$ cat config.mk
export PLATFORM = sky130hd
export DESIGN_NAME = regfile
export DESIGN_NICKNAME = d
export VERILOG_FILES = /design/src/regfile.sv
export VERILOG_INCLUDE_DIRS = /design/src /design/src/src
export SDC_FILE = /design/constraint.sdc
export NUM_CORES = 2
export LEC_CHECK = 0
export BUFFER_PORTS_ARGS = -buffer_cell sky130_fd_sc_hd__clkbuf_2
export CAP_MARGIN = 20
export CELL_PAD_IN_SITES_DETAIL_PLACEMENT = 0
export CELL_PAD_IN_SITES_GLOBAL_PLACEMENT = 1
export CORE_MARGIN = 2
export CORE_UTILIZATION = 35
export CTS_CLUSTER_DIAMETER = 200
export DETAILED_ROUTE_END_ITERATION = 10
export PLACE_DENSITY = 0.63
export SLEW_MARGIN = 15
export SYNTH_ARGS = -nofsm -noshare
export SYNTH_HDL_FRONTEND = slang
export SYNTH_SLANG_ARGS = --single-unit
export TNS_END_PERCENT = 100
$ cat constraint.sdc
create_clock -name clk -period 3.1 [get_ports clk]
set_clock_uncertainty 0.1 [all_clocks]
set_input_delay 0.155 -clock clk [delete_from_list [all_inputs] [get_ports clk]]
set_output_delay 0.155 -clock clk [all_outputs]
set_load 0.01 [all_outputs]
$ cat src/rvseed_defines.svh
// rvseed core widths, major opcodes and instruction field positions
`ifndef RVSEED_DEFINES_SVH
`define RVSEED_DEFINES_SVH

`define CPU_WIDTH       64        // data path
`define INST_WIDTH      32
`define REG_ADDR_WIDTH  5
`define REG_DATA_DEPTH  32        // x0..x31
`define SHAMT_WIDTH     6         // rv64 shift amount
`define IMM_WIDTH       12        // i-type immediate
`define ALU_OP_WIDTH    4

// major opcodes kept by this core
`define OPCODE_OP       7'b0110011
`define OPCODE_OP_IMM   7'b0010011

// funct7 patterns
`define FUNCT7_BASE     7'b0000000
`define FUNCT7_ALT      7'b0100000  // sub / sra

// field positions inside the instruction word
`define OPCODE_FIELD    6:0
`define RD_FIELD        11:7
`define FUNCT3_FIELD    14:12
`define RS1_FIELD       19:15
`define RS2_FIELD       24:20
`define FUNCT7_FIELD    31:25
`define IMM_FIELD       31:20
`define SHAMT_FIELD     25:20

`endif

$ cat src/regfile.sv
// regfile: 32 x 64 architectural registers, two async read ports, one write port
`timescale 1ns/100ps
`include "rvseed_defines.svh"

module regfile (
  input  logic                         clk,
  input  logic                         arst_n_i,
  input  logic [`REG_ADDR_WIDTH-1:0]   rs1_addr_i,
  input  logic [`REG_ADDR_WIDTH-1:0]   rs2_addr_i,
  input  logic                         wen_i,
  input  logic [`REG_ADDR_WIDTH-1:0]   waddr_i,
  input  logic [`CPU_WIDTH-1:0]        wdata_i,
  output logic [`CPU_WIDTH-1:0]        rs1_data_o,
  output logic [`CPU_WIDTH-1:0]        rs2_data_o
);

  logic [`CPU_WIDTH-1:0] regs [0:`REG_DATA_DEPTH-1];

  // decode never raises wen for rd == x0, so x0 stays at its reset value
  always_ff @(posedge clk or negedge arst_n_i) begin
    if (!arst_n_i) begin
      for (int i = 0; i < `REG_DATA_DEPTH; i++) begin
        regs[i] <= '0;
      end
    end else if (wen_i) begin
      regs[waddr_i] <= wdata_i;
    end
  end

  // combinational reads, new value visible the cycle after the write edge
  assign rs1_data_o = regs[rs1_addr_i];
  assign rs2_data_o = regs[rs2_addr_i];

endmodule

Word-level counts from Yosys, hierarchy flattened

Cells that the tools add are included.

$add $sub $neg: 0
Multipliers: 0
Divide/modulo/power cells: 0
Magnitude comparators: 4
Eq/ne operators: 0
Shifts and indexed selects: 0
Muxes and demuxes: 9
Bitwise gates (word level): 3
Reductions and logical operators: 1

Operators with widths:

| cell               | count |
|---|---|
| $bwmux 2048        | 1 |
| $bmux 64 s5        | 2 |
| $demux 64 s5       | 1 |
| $mux 64            | 5 |
| $ge 6x6->1 const B | 3 |
| $not 5->6          | 3 |
| $lt 6x1->1 const B | 1 |
| $logic_and 1x1->1  | 1 |

Register bits: 2048
Bits in latches: 0
Memory bits (writable): 0
Bits in read-only memories: 0
Bits of input ports: 82
Logic and storage cells: 49
Memories: 0

Depth between registers and ports, before layout

Depth in word-level cells: 6
Gate-level depth with buffers: 10

Worst setup path after synthesis

Ideal clock, no wire load.

Path kind: input-to-output
Start point: input rs1_addr_i[0]
End point: output rs1_data_o[14]
Arrival time: 2.110 ns
Slack: 0.735 ns
Cell stages on the path: 5
Path buffers: 2
Cells stage by stage: buf_4 buf_1 mux4_2 mux4_2 mux2_2

Cells in the longest elaborated chain, start to end: 4

RTL lines:

| item                                        | RTL line      | RTL |
|---|---|---|
| start, declared                             | regfile.sv:8  | `` input logic [`REG_ADDR_WIDTH-1:0] rs1_addr_i, `` |
| $not 5->6 (not written as such)             | regfile.sv:31 | `assign rs1_data_o = regs[rs1_addr_i];` |
| $bmux 64 s5                                 | regfile.sv:31 |  |
| $mux 64 (not written as such) (2 in series) | regfile.sv:31 |  |
| end, declared                               | regfile.sv:13 | `` output logic [`CPU_WIDTH-1:0] rs1_data_o, `` |

Every way passes these cells. The select of a mux whose other input is x is not followed.

Worst setup path in the final report

Start point: register regs[855] in the netlist's numbering
End point: output rs1_data_o[23]

Cells in the longest elaborated chain, start to end: 3

RTL lines:

| item                                        | RTL line      | RTL |
|---|---|---|
| start, declared                             | regfile.sv:17 | `` logic [`CPU_WIDTH-1:0] regs [0:`REG_DATA_DEPTH-1]; `` |
| start signal, assigned by index             | regfile.sv:26 | `regs[waddr_i] <= wdata_i;` |
| $bmux 64 s5                                 | regfile.sv:31 |  |
| $mux 64 (not written as such) (2 in series) | regfile.sv:31 |  |

Every way passes these cells. The select of a mux whose other input is x is not followed.

==> metrics.log <==
[metrics] switching part of the total: 27.2%
[metrics] power share of the sequential group: about 44%
[metrics] number of synthesized flops with an enable pin: 0
[metrics] maximum number of buffers from clock root to sink: 4
[metrics] total number of nets in the final design: roughly 6800
[metrics] placed instance count: 10500
[metrics] biggest registers after layout: regs x2048
[metrics] clock latency at the later pin of the worst-skew pair: 0.86 ns
[metrics] H-Tree Level Count: 4
[metrics] clock tree from TritonCTS: built
[metrics] nature of the critical path endpoint: output pin
[metrics] input/output buffers: 209
[metrics] final period demand of the worst path: 3.06 ns
[metrics] Int Pwr: 58.9 mW
[metrics] root buffer cell: sky130_fd_sc_hd__clkbuf_16
[metrics] number of fill cells in the layout: 28000
[metrics] total count of hold-check failures in the final report: 0
[metrics] total leakage power: 53.6 nW
[metrics] max-slew headroom at the worst pin: 25.9%
[metrics] total via count after detailed routing: 66000
[metrics] first-pass GRT wire length: 526 mm
[metrics] post-route total power: 80.9 mW
[metrics] FF/Latch Area: 0.0512 sq mm
[metrics] Post-Syn Nets: 6610
[metrics] yosys warns: 0
[metrics] DRC violations left: 0
[metrics] type of the worst setup path: reg2out
[metrics] worst-margin pin slew: between 1 and 1.5 ns
[metrics] net load switching power: roughly 22 mW
[metrics] HP Class: reg2reg
[metrics] critical path startpoint category: register
[metrics] combinational share of power: a little over a fifth
[metrics] CP Data Required Time: 2.84 ns
[metrics] metal1 wirelength: around 160 mm
[metrics] synthesis-to-layout area growth: 15.5%
[metrics] cell type with the highest occurrence count on the critical path: sky130_fd_sc_hd__mux4_2
[metrics] proportion of synthesized flip-flops having asynchronous set or reset: 100%
[metrics] period utilisation layout: 98.7%
[metrics] RSZ-0062 raised after global routing: true
[metrics] final std cells w/o fill: 11000
[metrics] max-slew violation total from the final report: 0
[metrics] portion of total power attributed to the clock network: 34.2%
[metrics] Post-Place Setup Slack: 0.0866 ns
[metrics] total gr overflow: 0
[metrics] starting density of the core: 35.1%
[metrics] Die X-Extent: between 500 and 600 microns
[metrics] combined area of the multi-input logic cells: 0.0543 sq mm
[metrics] count of unique library cells instantiated by Yosys: 38
[metrics] max FFs per register: ~2000
[metrics] setup violators final: 0
[metrics] Max Cap Viol: 0
[metrics] IR Drop Worst-Case VDD: 458 uV
[metrics] number of top-level pins: 210
[metrics] clock transition at the register clock pins on the worst setup and hold paths after CTS: 0.06 ns
[metrics] Routed WL: 363 mm
[metrics] Final WS setup: 0.0411 ns
[metrics] combined area of all synthesized cells: 0.108 sq mm
[metrics] mean cell area of the mapped netlist: between 15 and 20 sq um
[metrics] sum of met2 wire segment lengths after detailed routing: between 150 and 200 mm
[metrics] floorplan core area: a little over 0.3 sq mm
[metrics] commonest cells after routing, fill and taps aside: 2048 x sky130_fd_sc_hd__dfrtp_1, 1968 x sky130_fd_sc_hd__mux2_2, 1154 x sky130_fd_sc_hd__mux4_2
[metrics] largest net degree at the start of global routing: 126
[metrics] ordered list of cells on the worst path: mux4_2, mux4_2, mux2_4, buf_6
[metrics] commonest non-fill, non-tap cell in the layout: sky130_fd_sc_hd__dfrtp_1
[metrics] hold slack: about 0.40 ns
[metrics] ANT nets after route: 0
[metrics] vias in the first global route: between 60000 and 70000
[metrics] die area: between 0.3 and 0.4 sq mm
[metrics] peak clock frequency supported by timing: 327 MHz
[metrics] share of final-layout standard cells stronger than drive strength 1: 60.1%
[metrics] Arrival @ worst endpoint: 2.80 ns
[metrics] number of iterations in the first detailed-routing pass: 7
[metrics] top routing layer in use: met5
[metrics] cell with the largest stage delay on the worst path: sky130_fd_sc_hd__mux4_2
[metrics] outcome: finished, final reports clean
[metrics] total placed instance area: 0.117 sq mm
[metrics] met3 wire length: 19.4 mm
[metrics] gr usage total: 23.0%
[metrics] Largest stage delay, worst path: 0.52 ns
[metrics] Synth Instances: 6528
[metrics] standard-cell row count: 204
[metrics] initial antenna violation count: 26
[metrics] height of the die: between 500 and 600 microns
[metrics] final instance area: 0.125 sq mm
[metrics] critical path fanouts, max: 3
[metrics] number of buffers created by CTS: 232
[metrics] number of DRC markers in iteration 0: between 5000 and 6000
[metrics] via-per-instance ratio: 5.99
[metrics] average wire length per cell after detail routing: 33.0 microns
[metrics] register area share after synthesis: 47.3%
[metrics] clk sinks: 2048
[metrics] PwrDens: 647 mW/mm^2
[metrics] most common flop cell mapped by yosys: sky130_fd_sc_hd__dfrtp_1
[metrics] routability congestion estimate from global placement: between 0.7 and 0.8
[metrics] detailed placer's ending HPWL: 216 mm
[metrics] Seq cells post-synth: around 2000
[metrics] register with the highest flop count: regs
## Yosys cell counts, types with 10 or more instances
master                        n  share of area [%]
sky130_fd_sc_hd__dfrtp_1   2048                 47
sky130_fd_sc_hd__mux2_2    1983                 21
sky130_fd_sc_hd__mux4_2    1154                 24
sky130_fd_sc_hd__clkbuf_1   454                1.6
sky130_fd_sc_hd__mux2_1     220                2.3
sky130_fd_sc_hd__buf_2      173               0.80
sky130_fd_sc_hd__mux2i_1    145                1.3
sky130_fd_sc_hd__nand2_1     50               0.17
sky130_fd_sc_hd__a221oi_1    43               0.35
sky130_fd_sc_hd__buf_4       43               0.30
sky130_fd_sc_hd__o22ai_1     41               0.24
sky130_fd_sc_hd__buf_1       36               0.12
sky130_fd_sc_hd__nor2_1      24              0.083
sky130_fd_sc_hd__a21oi_1     22               0.10
sky130_fd_sc_hd__a221o_1     10              0.092
## power groups by stage
stage	registers [mW]	clock network, mW	logic (mW)
6_report	35.8	27.7	17.4
3_5_place_dp	36.1	0	17.3
3_3_place_gp	35.8	0	16.9
2_1_floorplan	34.7	0	12.8
4_1_cts	35.7	28.3	17.5
5_1_grt	36.5	29.5	18.5
## logic make-up after synthesis
| logic type | share of synthesized area [%] |
|---|---|
| buffers and inverters | 2.88 |
| DFF | 47.3 |
| AOI/OAI and AO/OA | 1.04 |
| muxes | 48.3 |
| and+or+nand+nor | 0.481 |
## critical path, delay by kind of cell, from the launching register on
family	cells	cell delay, ns
buffers and inverters	1	0.15
multiplexers	3	1.36
flip-flops	1	0.40
## layer usage
layer	GRT usage, %	vias to the layer above
met2	36.7	2148
met5	0	-
met1	32.7	37200
met4	6.30	18
li1	-	26100
met3	3.39	555
## metrics by stage
step                      utilization (%)  TNS (ns)
after global placement               37.8         0
after global routing                 40.6   -0.0198
after floorplan                         -         0
after detailed placement             37.8         0
after CTS                            40.5   -0.0119
final                                40.6         0
## final cells by class
class                   count  area share [%]
multi-input cells        3765            43.4
flip-flops and latches   2048            41.0
clock buffers             342            5.45
repair buffers            665            5.44
well taps                4120            4.12
clock inverters            73           0.599
diodes                      5          0.0100
inverters                   2         0.00900
## worst paths after layout
path	end	cells past startpoint	slack, ns	startpoint
max	rs1_data_o[23]	4	0.04	regs[855]$_DFFE_PN0P_
min reg2reg	regs[714]$_DFFE_PN0P_	1	0.40	regs[714]$_DFFE_PN0P_
max reg2reg	regs[599]$_DFFE_PN0P_	2	2.10	regs[599]$_DFFE_PN0P_
max in group asynchronous	regs[1551]$_DFFE_PN0P_	5	1.40	arst_n_i
min	regs[714]$_DFFE_PN0P_	1	0.40	regs[714]$_DFFE_PN0P_
min in group asynchronous	regs[1976]$_DFFE_PN0P_	4	0.50	arst_n_i
## what timing repair did
item	4_1_cts	5_1_grt
hold buffers	73	0
hold endpoints to repair	3998	0
setup endpoints to repair	18	12
setup buffers	3	3
gates resized for setup	18	21
(Power assumes the default switching activity.)
