`src/rvseed_defines.svh`:
```
// rvseed core widths, major opcodes and instruction field positions
`ifndef RVSEED_DEFINES_SVH
`define RVSEED_DEFINES_SVH

`define CPU_WIDTH       64        // data path
`define INST_WIDTH      32
`define REG_ADDR_WIDTH  5
`define REG_DATA_DEPTH  32        // x0..x31
`define SHAMT_WIDTH     6         // rv64 shift amount
`define IMM_WIDTH       12        // i-type immediate
`define ALU_OP_WIDTH    4

// major opcodes kept by this core
`define OPCODE_OP       7'b0110011
`define OPCODE_OP_IMM   7'b0010011

// funct7 patterns
`define FUNCT7_BASE     7'b0000000
`define FUNCT7_ALT      7'b0100000  // sub / sra

// field positions inside the instruction word
`define OPCODE_FIELD    6:0
`define RD_FIELD        11:7
`define FUNCT3_FIELD    14:12
`define RS1_FIELD       19:15
`define RS2_FIELD       24:20
`define FUNCT7_FIELD    31:25
`define IMM_FIELD       31:20
`define SHAMT_FIELD     25:20

`endif

```
`src/rvseed_pkg.sv`:
```
// rvseed shared types: alu operation and major opcode enums
`include "rvseed_defines.svh"

package rvseed_pkg;

  // operation carried from decode to execute
  typedef enum logic [`ALU_OP_WIDTH-1:0] {
    ALU_ADD  = 4'd0,
    ALU_SUB  = 4'd1,
    ALU_AND  = 4'd2,
    ALU_OR   = 4'd3,
    ALU_XOR  = 4'd4,
    ALU_SLL  = 4'd5,
    ALU_SRL  = 4'd6,
    ALU_SRA  = 4'd7,
    ALU_SLT  = 4'd8,  // signed compare
    ALU_SLTU = 4'd9   // unsigned compare
  } alu_op_e;

  // major opcode classes, anything else is unknown
  typedef enum logic [6:0] {
    OPC_OP      = `OPCODE_OP,      // register-register
    OPC_OP_IMM  = `OPCODE_OP_IMM,  // register-immediate
    OPC_UNKNOWN = 7'b0000000
  } opcode_e;

endpackage

```
`src/id_stage.sv`:
```
// id stage: rv64i alu decode, operand read with execute forwarding, immediate select
`timescale 1ns/100ps
`include "rvseed_defines.svh"

module id_stage (
  input  logic                         inst_valid_i,
  input  logic [`INST_WIDTH-1:0]       inst_i,
  input  logic [`CPU_WIDTH-1:0]        rs1_data_i,
  input  logic [`CPU_WIDTH-1:0]        rs2_data_i,
  input  logic                         ex_wen_i,     // instruction now in execute
  input  logic [`REG_ADDR_WIDTH-1:0]   ex_waddr_i,
  input  logic [`CPU_WIDTH-1:0]        ex_result_i,
  output logic [`REG_ADDR_WIDTH-1:0]   rs1_addr_o,
  output logic [`REG_ADDR_WIDTH-1:0]   rs2_addr_o,
  output logic                         dec_valid_o,
  output rvseed_pkg::alu_op_e          dec_alu_op_o,
  output logic [`CPU_WIDTH-1:0]        dec_src1_o,
  output logic [`CPU_WIDTH-1:0]        dec_src2_o,
  output logic                         dec_wen_o,
  output logic [`REG_ADDR_WIDTH-1:0]   dec_waddr_o,
  output logic                         dec_unknown_o
);

  rvseed_pkg::opcode_e          opcode;
  logic [2:0]                   funct3;
  logic [6:0]                   funct7;
  logic [`REG_ADDR_WIDTH-1:0]   rd;
  logic                         unknown;
  logic                         use_imm;   // src2 from immediate
  logic                         shift_imm; // slli / srli / srai take shamt
  logic [`CPU_WIDTH-1:0]        imm;
  logic [`CPU_WIDTH-1:0]        rs1_val;
  logic [`CPU_WIDTH-1:0]        rs2_val;

  assign funct3     = inst_i[`FUNCT3_FIELD];
  assign funct7     = inst_i[`FUNCT7_FIELD];
  assign rd         = inst_i[`RD_FIELD];
  assign rs1_addr_o = inst_i[`RS1_FIELD];
  assign rs2_addr_o = inst_i[`RS2_FIELD];  // don't care for op-imm

  // fold raw opcode onto the kept classes
  assign opcode = (inst_i[`OPCODE_FIELD] == `OPCODE_OP)     ? rvseed_pkg::OPC_OP :
                  (inst_i[`OPCODE_FIELD] == `OPCODE_OP_IMM) ? rvseed_pkg::OPC_OP_IMM :
                                                              rvseed_pkg::OPC_UNKNOWN;

  always_comb begin
    unknown      = 1'b0;
    use_imm      = 1'b0;
    dec_alu_op_o = rvseed_pkg::ALU_ADD;
    case (opcode)
      rvseed_pkg::OPC_OP: begin
        if (funct7 == `FUNCT7_BASE) begin
          case (funct3)
            3'b000: dec_alu_op_o = rvseed_pkg::ALU_ADD;
            3'b001: dec_alu_op_o = rvseed_pkg::ALU_SLL;
            3'b010: dec_alu_op_o = rvseed_pkg::ALU_SLT;
            3'b011: dec_alu_op_o = rvseed_pkg::ALU_SLTU;
            3'b100: dec_alu_op_o = rvseed_pkg::ALU_XOR;
            3'b101: dec_alu_op_o = rvseed_pkg::ALU_SRL;
            3'b110: dec_alu_op_o = rvseed_pkg::ALU_OR;
            3'b111: dec_alu_op_o = rvseed_pkg::ALU_AND;
          endcase
        end else if (funct7 == `FUNCT7_ALT && funct3 == 3'b000) begin
          dec_alu_op_o = rvseed_pkg::ALU_SUB;
        end else if (funct7 == `FUNCT7_ALT && funct3 == 3'b101) begin
          dec_alu_op_o = rvseed_pkg::ALU_SRA;
        end else begin
          unknown = 1'b1;  // any other funct7
        end
      end
      rvseed_pkg::OPC_OP_IMM: begin
        use_imm = 1'b1;
        case (funct3)
          3'b000: dec_alu_op_o = rvseed_pkg::ALU_ADD;
          3'b010: dec_alu_op_o = rvseed_pkg::ALU_SLT;
          3'b011: dec_alu_op_o = rvseed_pkg::ALU_SLTU;
          3'b100: dec_alu_op_o = rvseed_pkg::ALU_XOR;
          3'b110: dec_alu_op_o = rvseed_pkg::ALU_OR;
          3'b111: dec_alu_op_o = rvseed_pkg::ALU_AND;
          3'b001: begin
            if (funct7[6:1] == 6'b000000) dec_alu_op_o = rvseed_pkg::ALU_SLL;
            else                          unknown = 1'b1;
          end
          3'b101: begin
            // bit 25 belongs to the 6-bit shamt on rv64
            if (funct7[6:1] == 6'b000000)      dec_alu_op_o = rvseed_pkg::ALU_SRL;
            else if (funct7[6:1] == 6'b010000) dec_alu_op_o = rvseed_pkg::ALU_SRA;
            else                               unknown = 1'b1;
          end
        endcase
      end
      default: unknown = 1'b1;  // loads, branches, system, zero word
    endcase
  end

  assign shift_imm = (funct3 == 3'b001) || (funct3 == 3'b101);
  assign imm = shift_imm ?
               {{(`CPU_WIDTH-`SHAMT_WIDTH){1'b0}}, inst_i[`SHAMT_FIELD]} :
               {{(`CPU_WIDTH-`IMM_WIDTH){inst_i[`INST_WIDTH-1]}}, inst_i[`IMM_FIELD]};

  // bypass the result still in execute, regfile write lands one edge later
  assign rs1_val = (ex_wen_i && ex_waddr_i != '0 && ex_waddr_i == rs1_addr_o) ?
                   ex_result_i : rs1_data_i;
  assign rs2_val = (ex_wen_i && ex_waddr_i != '0 && ex_waddr_i == rs2_addr_o) ?
                   ex_result_i : rs2_data_i;

  assign dec_valid_o   = inst_valid_i;
  assign dec_src1_o    = rs1_val;
  assign dec_src2_o    = use_imm ? imm : rs2_val;
  assign dec_wen_o     = !unknown && (rd != '0);  // keeps x0 at zero
  assign dec_waddr_o   = rd;
  assign dec_unknown_o = unknown;

endmodule

```
`config.mk`:
```
export PLATFORM = sky130hd
export DESIGN_NAME = id_stage
export DESIGN_NICKNAME = d
export VERILOG_FILES = /design/src/rvseed_pkg.sv /design/src/id_stage.sv
export VERILOG_INCLUDE_DIRS = /design/src /design/src/src
export SDC_FILE = /design/constraint.sdc
export NUM_CORES = 1
export LEC_CHECK = 0
export BUFFER_PORTS_ARGS = -buffer_cell sky130_fd_sc_hd__buf_2
export CAP_MARGIN = 20
export CORE_AREA = 2 2 146 148
export DETAILED_ROUTE_END_ITERATION = 7
export DIE_AREA = 0 0 148 150
export PLACE_DENSITY = 0.52
export SLEW_MARGIN = 20
export SYNTH_ARGS = -nofsm -noshare
export SYNTH_HDL_FRONTEND = slang
export SYNTH_SLANG_ARGS = --single-unit
```
`constraint.sdc`:
```
create_clock -name vclk -period 6.9
set_input_delay 1.38 -clock vclk [all_inputs]
set_output_delay 1.38 -clock vclk [all_outputs]
set_load 0.01 [all_outputs]
```
* Word-level counts from Yosys, hierarchy flattened
Memory sizes are Yosys's and may differ from the RTL's.
Index checks and enable logic that the tools add are counted.
** Cells by class
- Equal/unequal tests :: 15
- Mux-type cells :: 23
- Reductions and logical operators :: 13
** Operators with widths (count)
- $mux W64 :: 4
- $pmux W4 S8 :: 1
- $mux W3 :: 5
- $eq A7 B6 Y1 const B :: 2
- $eq A3 B3 Y1 const B :: 4
- $eq A6 B5 Y1 const B :: 2
- $eq A5 B5 Y1 :: 2
- $reduce_bool A5 Y1 :: 2
- $pmux W4 S2 :: 1
- $eq A7 B5 Y1 const B :: 1
- $logic_not A7 Y1 :: 1
- $mux W1 :: 7
- $eq A3 B2 Y1 const B :: 2
- $eq A6 B6 Y1 const B :: 1
- $logic_and A1 B1 Y1 :: 6
- $logic_not A6 Y1 :: 1
- $mux W6 :: 1
- $mux W5 :: 1
- $mux W4 :: 1
- $pmux W1 S2 :: 2
- $eq A3 B1 Y1 const B :: 1
- $logic_not A3 Y1 :: 1
- $logic_not A1 Y1 :: 1
- $logic_or A1 B1 Y1 :: 1
** Storage, ports and cells
- Register bits after elaboration :: 0
- Memory bits (read-only) :: 32
- Input bits :: 231
- Word-level logic and storage cells :: 52
- Memories kept :: 1
** Memories
- (no name shown) :: words 8, bits a word 4, rd ports 1, clocked after Yosys merged registers in 0, write ports 0, RTL line id_stage.sv:53 : case (funct3)

* Depth between registers and ports, before layout
Gate-level depths: netlist of the first run.
- Depth after elaboration :: 8
- Mapped depth :: 6
- Depth with buffers taken out :: 4

* Least setup slack after synthesis of the first run
No wires, ideal clock.
- Path kind :: input to output
- Start :: input port ex_waddr_i[1]
- End :: output port dec_src2_o[10]
- Data arrival time :: 2.829 ns
- Data required time :: 5.520 ns
- Path slack :: 2.691 ns
- Cell stages on the path :: 6
- Buffers on the path :: 2
- Cells stage by stage :: or4_1 o211a_1 and2_1 buf_6 buf_2 o211ai_1
** On the way
- Cells in the longest elaborated chain, start to end :: 5
- Elaborated cells between the ends (all ways) :: 6
- Classes of those cells :: 1 x eq/ne; 2 x mux; 3 x reduce/logical
** Ends and longest elaborated chain
- start: declaration :: RTL line id_stage.sv:11 : input logic [`REG_ADDR_WIDTH-1:0] ex_waddr_i,
- $reduce_bool A5 Y1 :: RTL line id_stage.sv:104 : assign rs2_val = (ex_wen_i && ex_waddr_i != '0 && ex_waddr_i == rs2_addr_o) ?
- $logic_and A1 B1 Y1 :: RTL line id_stage.sv:104
- $logic_and A1 B1 Y1 * :: RTL line id_stage.sv:104
- $mux W64 * :: RTL line id_stage.sv:104
- $mux W64 * :: RTL line id_stage.sv:109 : assign dec_src2_o = use_imm ? imm : rs2_val;
- end: declaration :: RTL line id_stage.sv:18 : output logic [`CPU_WIDTH-1:0] dec_src2_o,
Mark *: on every way between the ends. The rest lies on a longest branch, timed or not.

* Worst setup path in the final report of the first run
- Start :: input port ex_waddr_i[1]
- End :: output port dec_src2_o[39]
The elaborated chain is that of the path after synthesis.

==> results of run 1 <==
[cells in the mapped netlist (3+ instances only)]
master,n
nand2_1,70
nand4_1,65
o211ai_1,65
mux2_2,60
clkbuf_1,27
buf_4,16
buf_2,11
nand3_1,8
xnor2_1,8
buf_1,7
buf_6,7
o21ai_0,7
mux2_1,4
inv_1,3
nand3b_1,3
nor3_1,3
or4_1,3
xor2_1,3
[through the flow]
| step | setup slack [ns] | cell area [µm²] | instances | hold slack (ns) | power [mW] |
|---|---|---|---|---|---|
| after floorplan | 2.691 | 2683 | 392 | 2.843 | 0.1227 |
| after global placement | 2.113 | 4614 | 985 | 2.760 | 0.2538 |
| after detailed placement | 2.058 | 4614 | 985 | 2.760 | 0.2537 |
| after CTS | 2.054 | 4614 | 985 | 2.760 | 0.2550 |
| after global routing | 1.924 | 4614 | 985 | 2.760 | 0.2750 |
| final | 2.063 | 4614 | 985 | 2.760 | 0.2534 |
[worst max-delay path by stage]
stage	start	end	slack (ns)	depth (start not counted)
global route	ex_waddr_i[1]	dec_src2_o[39]	1.92	7
floorplan	ex_waddr_i[1]	dec_src2_o[10]	2.69	6
global placement	ex_waddr_i[1]	dec_src2_o[34]	2.11	7
CTS	ex_waddr_i[1]	dec_src2_o[39]	2.05	7
detailed placement	ex_waddr_i[1]	dec_src2_o[39]	2.06	7
finish	ex_waddr_i[1]	dec_src2_o[39]	2.06	7
[power breakdown]
| group | switching (mW) | total [mW] | leakage, nW | internal [mW] |
|---|---|---|---|---|
| Clock | 0 | 0 | 0 | 0 |
| Combinational | 0.131 | 0.253 | 2.27 | 0.123 |
| Sequential | 0 | 0 | 0 | 0 |
| Total | 0.131 | 0.253 | 2.27 | 0.123 |
[worst max-delay path: stages]
cell and delay [ns]:
buf_2 0.12, or4_1 0.54, o211a_2 0.27, and2_2 0.38
buf_4 0.35, o211ai_1 0.23, buf_2 0.16
[layout make-up]
cell class	instances	area [µm²]
well taps	275	344.1
repair buffers	386	1962
inverters	3	11.26
multi-input cells	321	2297
fillers	2380	16080
[metal layers]
| metal | wire length, µm | share of wire | vias up |
|---|---|---|---|
| met4 | 94 | 0.0061 | 2 |
| met2 | 8088 | 0.53 | 235 |
| met1 | 6076 | 0.39 | 2041 |
| met3 | 1128 | 0.073 | 6 |
| li1 | - | - | 2136 |
| met5 | 9 | 0.00058 | - |
[logic make-up after synthesis]
kind of cell / share of synthesized area
AOI/OAI and AO/OA: 0.2276
xor gates and xnor gates: 0.03592
buffers and inverters: 0.1465
muxes: 0.2687
and+or+nand+nor: 0.3214
==> impl_results.md, run 1 <==
* Final #Nets at about 940
* Hold crit path type: input port to primary output
* Critical path startpoint category: input port
* Number of global-route vias before repair at ~4000
* Final GP Congestion at roughly 0.80
* Commonest non-fill, non-tap cell in the layout: buf_2
* GRT overflow at 0
* Critical path class: input port to primary output
* Post-CTS setup buffer count at 0
* Hold Crit Start: inst_valid_i
* GRT Max-Usage Layer: met2
* Slew HR at 0.5043
* Run status: complete, no violations
* Number of hold buffers added after cts at 0
* Number of synthesis warnings at 0
* Number of remaining DRC errors at 0
* Die width at between 100 and 150 µm
* Area share of the largest cell type after synthesis at 0.2519
* Seq/Total Area, Yosys at 0
* GRT met2 Usage at 0.2373
* Initial core utilization at 0.1297
* Synth Cell Area at 2683 µm²
* Peak supply drop at 25.04 µV
* LEAKAGE at 2.271 nW
* Largest net degree at the start of global routing at between 100 and 150
* Post-DRT Antenna Nets at 0
* Row cnt at 53
* Die Ht at approximately 150 µm
* Slew @ Worst Pin at approximately 0.74 ns
* IO buf count at 379
* Distinct cells, synth at 35
* Sequential cell count at 0
* Fin. max-slew vios at 0
* Critical Path AT at 3.46 ns
* Iteration-0 DRC Markers at between 200 and 300
* N_diodes at 0
* Global-route wire length before repair at ~22000 µm
* Largest cells by area after synthesis: mux2_2, o211ai_1, nand4_1, nand2_1, buf_4
* Vias/cell at 4.487
* Final min period at roughly 4.8 ns
* CLK BUF at 0
* Cells after Synth at 392
* Routed WL per cell at 15.63 µm
* Initial antenna violation count at 1
* # resized after CTS at 0
* Fin. Hold Viols at 0
* Final Util at 0.2230
* Die area at 22200 µm²
* Final Setup Violations at 0
* Worst Hold End: dec_valid_o
* Dpl hpwl at 12300 µm
* Fin Setup TNS at 0 ns
* RSZ-0062 raised after global routing: false
* Layout cell share with drive strength beyond 1 at 0.6352
* Drt first pass iters at 4
* Core Region at 20690 µm²
* DRT Wirelength at 15400 µm
* FMAX at 206.7 MHz
* GRT Util Overall at 0.1197
* Number of max-cap violations at 0
* Mean post-synth cell area at 6.843 µm²
* Hold Path Stages at 0
* Crit-path max FO at 33
* Tcrit/Tclk final at 0.7010
* PD cells at 54.92 nW/µm²
* Register Area at 0 µm²
* Most frequent cells in the layout: buf_2, nand2_1, nand4_1, o211ai_1, mux2_2
* Syn Nets at about 620
* Area grow syn2layout at 72.02%
* Setup crit end kind: primary output
* Num ports at 381
* Met3 usage at 0.01372
* Worst path required time at 5.52 ns
* Post-synth top area cell: mux2_2
* Via count at 4420
* Met1 usage at 0.1429
Note: power is estimated with default switching activity, not from simulation.
==> run 2, diff against run 1 <==
--- a/config.mk
+++ b/config.mk
@@ -6,12 +6,13 @@
 export SDC_FILE = /design/constraint.sdc
 export NUM_CORES = 1
 export LEC_CHECK = 0
+export ABC_AREA = 1
 export BUFFER_PORTS_ARGS = -buffer_cell sky130_fd_sc_hd__buf_2
 export CAP_MARGIN = 20
-export CORE_AREA = 2 2 146 148
+export CORE_AREA = 2 2 149 151
 export DETAILED_ROUTE_END_ITERATION = 7
-export DIE_AREA = 0 0 148 150
-export PLACE_DENSITY = 0.52
+export DIE_AREA = 0 0 151 153
+export PLACE_DENSITY = 0.56
 export SLEW_MARGIN = 20
 export SYNTH_ARGS = -nofsm -noshare
 export SYNTH_HDL_FRONTEND = slang
==> constraint.sdc (replaced) <==
create_clock -name vclk -period 4.9
set_input_delay 0.98 -clock vclk [all_inputs]
set_output_delay 0.98 -clock vclk [all_outputs]
set_load 0.01 [all_outputs]
==> impl_results.md, run 2 <==
* Run status: complete, no violations (unchanged)
* Num ports at 381 (unchanged)
* Seq/Total Area, Yosys at 0 (unchanged)
* Largest net degree at the start of global routing at 67 (was 129)
* Placed Cells at 1373 (was 985)
* FMAX at 263.2 MHz
* Worst path cell trace: buf_2 -> inv_1 -> nand2_1 -> nand2_1 -> a21oi_1 -> nand3_2 -> buf_12 -> nand2_1 -> nand3_1 -> nand2_1 -> buf_2 (was buf_2 -> or4_1 -> o211a_2 -> and2_2 -> buf_4 -> o211ai_1 -> buf_2)
* Family with the most delay on the worst path: simple AND/OR/NAND/NOR gates (unchanged)
* Post-CTS setup buffer count at 0 (unchanged)
* N_diodes at 0 (unchanged)
* Dpl hpwl at 15350 µm (was 12300 µm)
* Final Util at 0.2501 (was 0.2230)
* Sw Share at 0.5865 (was 0.5154)
* Critical Path Source: ex_waddr_i[3] (was ex_waddr_i[1])
* Core Region at 21490 µm² (was 20690 µm²)
* Slew HR at 0.4966 (was 0.5043)
* Critical Path Max Stage Delay at 0.56 ns (was 0.54 ns)
* Fin. max-slew vios at 0 (unchanged)
* IO buf count at 379 (unchanged)
* Final min period at between 3 and 4 ns
* DRT Wirelength at 19040 µm (was 15400 µm)
* Worst Hold End: dec_valid_o (unchanged)
* Final Setup Violations at 0 (unchanged)
* Die width at 151 µm (was 148 µm)
* Final #Nets at 1326 (was 943)
* Crit-path max FO at 34 (was 33)
* Hold Crit Start: inst_valid_i (unchanged)
* Slew @ Worst Pin at 0.7551 ns (was 0.7436 ns)
* Global-route wire length before repair at 28040 µm (was 21510 µm)
* Tcrit/Tclk final at 0.7755
* Area share of the largest cell type after synthesis at 0.3111 (was 0.2519)
* Critical Path AT at 2.82 ns (was 3.46 ns)
* Mean post-synth cell area at 4.720 µm² (was 6.843 µm²)
* Clock network power share at 0 (about the same)
* LEAKAGE at 3.856 nW (was 2.271 nW)
* Most frequent cells in the layout: buf_2, nand2_1, nand3_1, inv_1, nor2_1 (was buf_2, nand2_1, nand4_1, o211ai_1, mux2_2)
* Via count at 5824 (was 4420)
* Number of max-cap violations at 0 (unchanged)
* CLK BUF at 0 (unchanged)
* Stages on the worst setup path at 11 (was 7)
* Reg power frac at 0 (about the same)
* Setup crit end kind: primary output (unchanged)
* Worst path required time at 3.92 ns (was 5.52 ns)
* CP Buf/Inv Count at 4 (was 3)
* Layout cell share with drive strength beyond 1 at 0.3678 (was 0.6352)
* Initial antenna violation count at 1 (unchanged)
* Vias/cell at 4.242 (was 4.487)
* Register Area at 0 µm² (unchanged)
* Most frequent CP cell: nand2_1 (was buf_2)
* Iteration-0 DRC Markers at 415 (was 252)
* Largest cells by area after synthesis: nand2_1, nand3_1, inv_1, buf_12, buf_6 (was mux2_2, o211ai_1, nand4_1, nand2_1, buf_4)
* Count leader, synth: nand2_1 (unchanged)
* Critical path class: input port to primary output (unchanged)
* Slowest-stage cell, CP: nand3_2 (was or4_1)
* Syn Nets at 1003 (was 623)
* Number of global-route vias before repair at 5466 (was 3998)
* Post-DRT Antenna Nets at 0 (unchanged)
* # resized after CTS at 0 (unchanged)
* Final GP Congestion at 0.9453 (was 0.7953)
* M1 WL at 8007 µm (was 6076 µm)
* Row cnt at 54 (was 53)
* Initial core utilization at 0.1696 (was 0.1297)
* Most common library cells after synthesis: nand2_1, nand3_1, inv_1 (was nand2_1, nand4_1, o211ai_1)
* Number of remaining DRC errors at 0 (unchanged)
* GRT overflow at 0 (unchanged)
* Metal3 WL at 1284 µm (was 1128 µm)
* Post-synth top area cell: nand2_1 (was mux2_2)
* Sequential cell count at 0 (unchanged)
* Switching power total at 0.2423 mW (was 0.1306 mW)
* Met2 Wirelength at 9346 µm (was 8088 µm)
* Peak supply drop at 30.90 µV (was 25.04 µV)
* Final non-filler cell total at 1373 (was 985)
* Die Ht at 153 µm (was 150 µm)
* PD cells at 76.86 nW/µm² (was 54.92 nW/µm²)
* Hold Path Stages at 0 (unchanged)
* Hold crit path type: input port to primary output (unchanged)
* Critical path startpoint category: input port (unchanged)
* Drt first pass iters at 4 (unchanged)
* Fin Setup TNS at 0 ns (unchanged)
* Distinct cells, synth at 28 (was 35)
* Cells after Synth at 772 (was 392)
* Synth Cell Area at 3643 µm² (was 2683 µm²)
* Fin. Hold Viols at 0 (unchanged)
* Internal at 0.1708 mW (was 0.1228 mW)
* GRT Util Overall at 0.1518 (was 0.1197)
* Layout fillers at 2556 (was 2380)
* Logic pwr share at 1.000 (about the same)
* Number of synthesis warnings at 0 (unchanged)
* Die area at 23100 µm² (was 22200 µm²)
* Routed WL per cell at 13.86 µm (was 15.63 µm)
* Number of hold buffers added after cts at 0 (unchanged)
* RSZ-0062 raised after global routing: false (unchanged)
* Top Layer Used: met4 (was met5)
* Area grow syn2layout at 47.49% (was 72.02%)
* Commonest non-fill, non-tap cell in the layout: buf_2 (unchanged)
-- run 2: final cells by class --
class,count,area (µm²),area share
inverters,151,566.8,0.1055
multi-input cells,554,2480,0.4615
well taps,280,350.3,0.06519
repair buffers,388,1977,0.3679
-- run 2: power groups by stage --
| stage | Sequential [mW] | Clock [mW] | Combinational (mW) |
|---|---|---|---|
| 6_report | 0 | 0 | 0.413 |
| 5_1_grt | 0 | 0 | 0.461 |
| 4_1_cts | 0 | 0 | 0.415 |
| 3_5_place_dp | 0 | 0 | 0.413 |
| 3_3_place_gp | 0 | 0 | 0.413 |
| 2_1_floorplan | 0 | 0 | 0.228 |
-- run 2: through the flow --
stage	area [µm²]	power, mW	hold slack (ns)	setup slack [ns]
6_report	5374	0.4130	1.960	1.100
5_1_grt	5374	0.4605	1.960	0.8509
4_1_cts	5374	0.4149	1.960	1.069
3_5_place_dp	5374	0.4130	1.960	1.071
3_3_place_gp	5374	0.4130	1.960	1.084
2_1_floorplan	3643	0.2278	2.052	1.893
-- run 2: worst max path at each step --
stage | end
floorplan | dec_alu_op_o[3]
global placement | dec_src2_o[50]
detailed placement | dec_src2_o[36]
CTS | dec_src2_o[36]
global route | dec_src2_o[58]
finish | dec_src2_o[50]
-- run 2: cells by family (layout without fill, tap and decap cells) --
logic type      Yosys count  in the layout  synth area share
buf+inv                 218            539            0.3214
simple gates            538            538            0.6490
compound gates           10             10           0.01511
xor+xnor                  6              6           0.01443
-- run 2: per-layer routing --
layer	up-vias	global-route usage
met5	-	0
met4	0	0.02982
met3	24	0.01582
met2	277	0.2820
met1	2545	0.1872
li1	2978	-
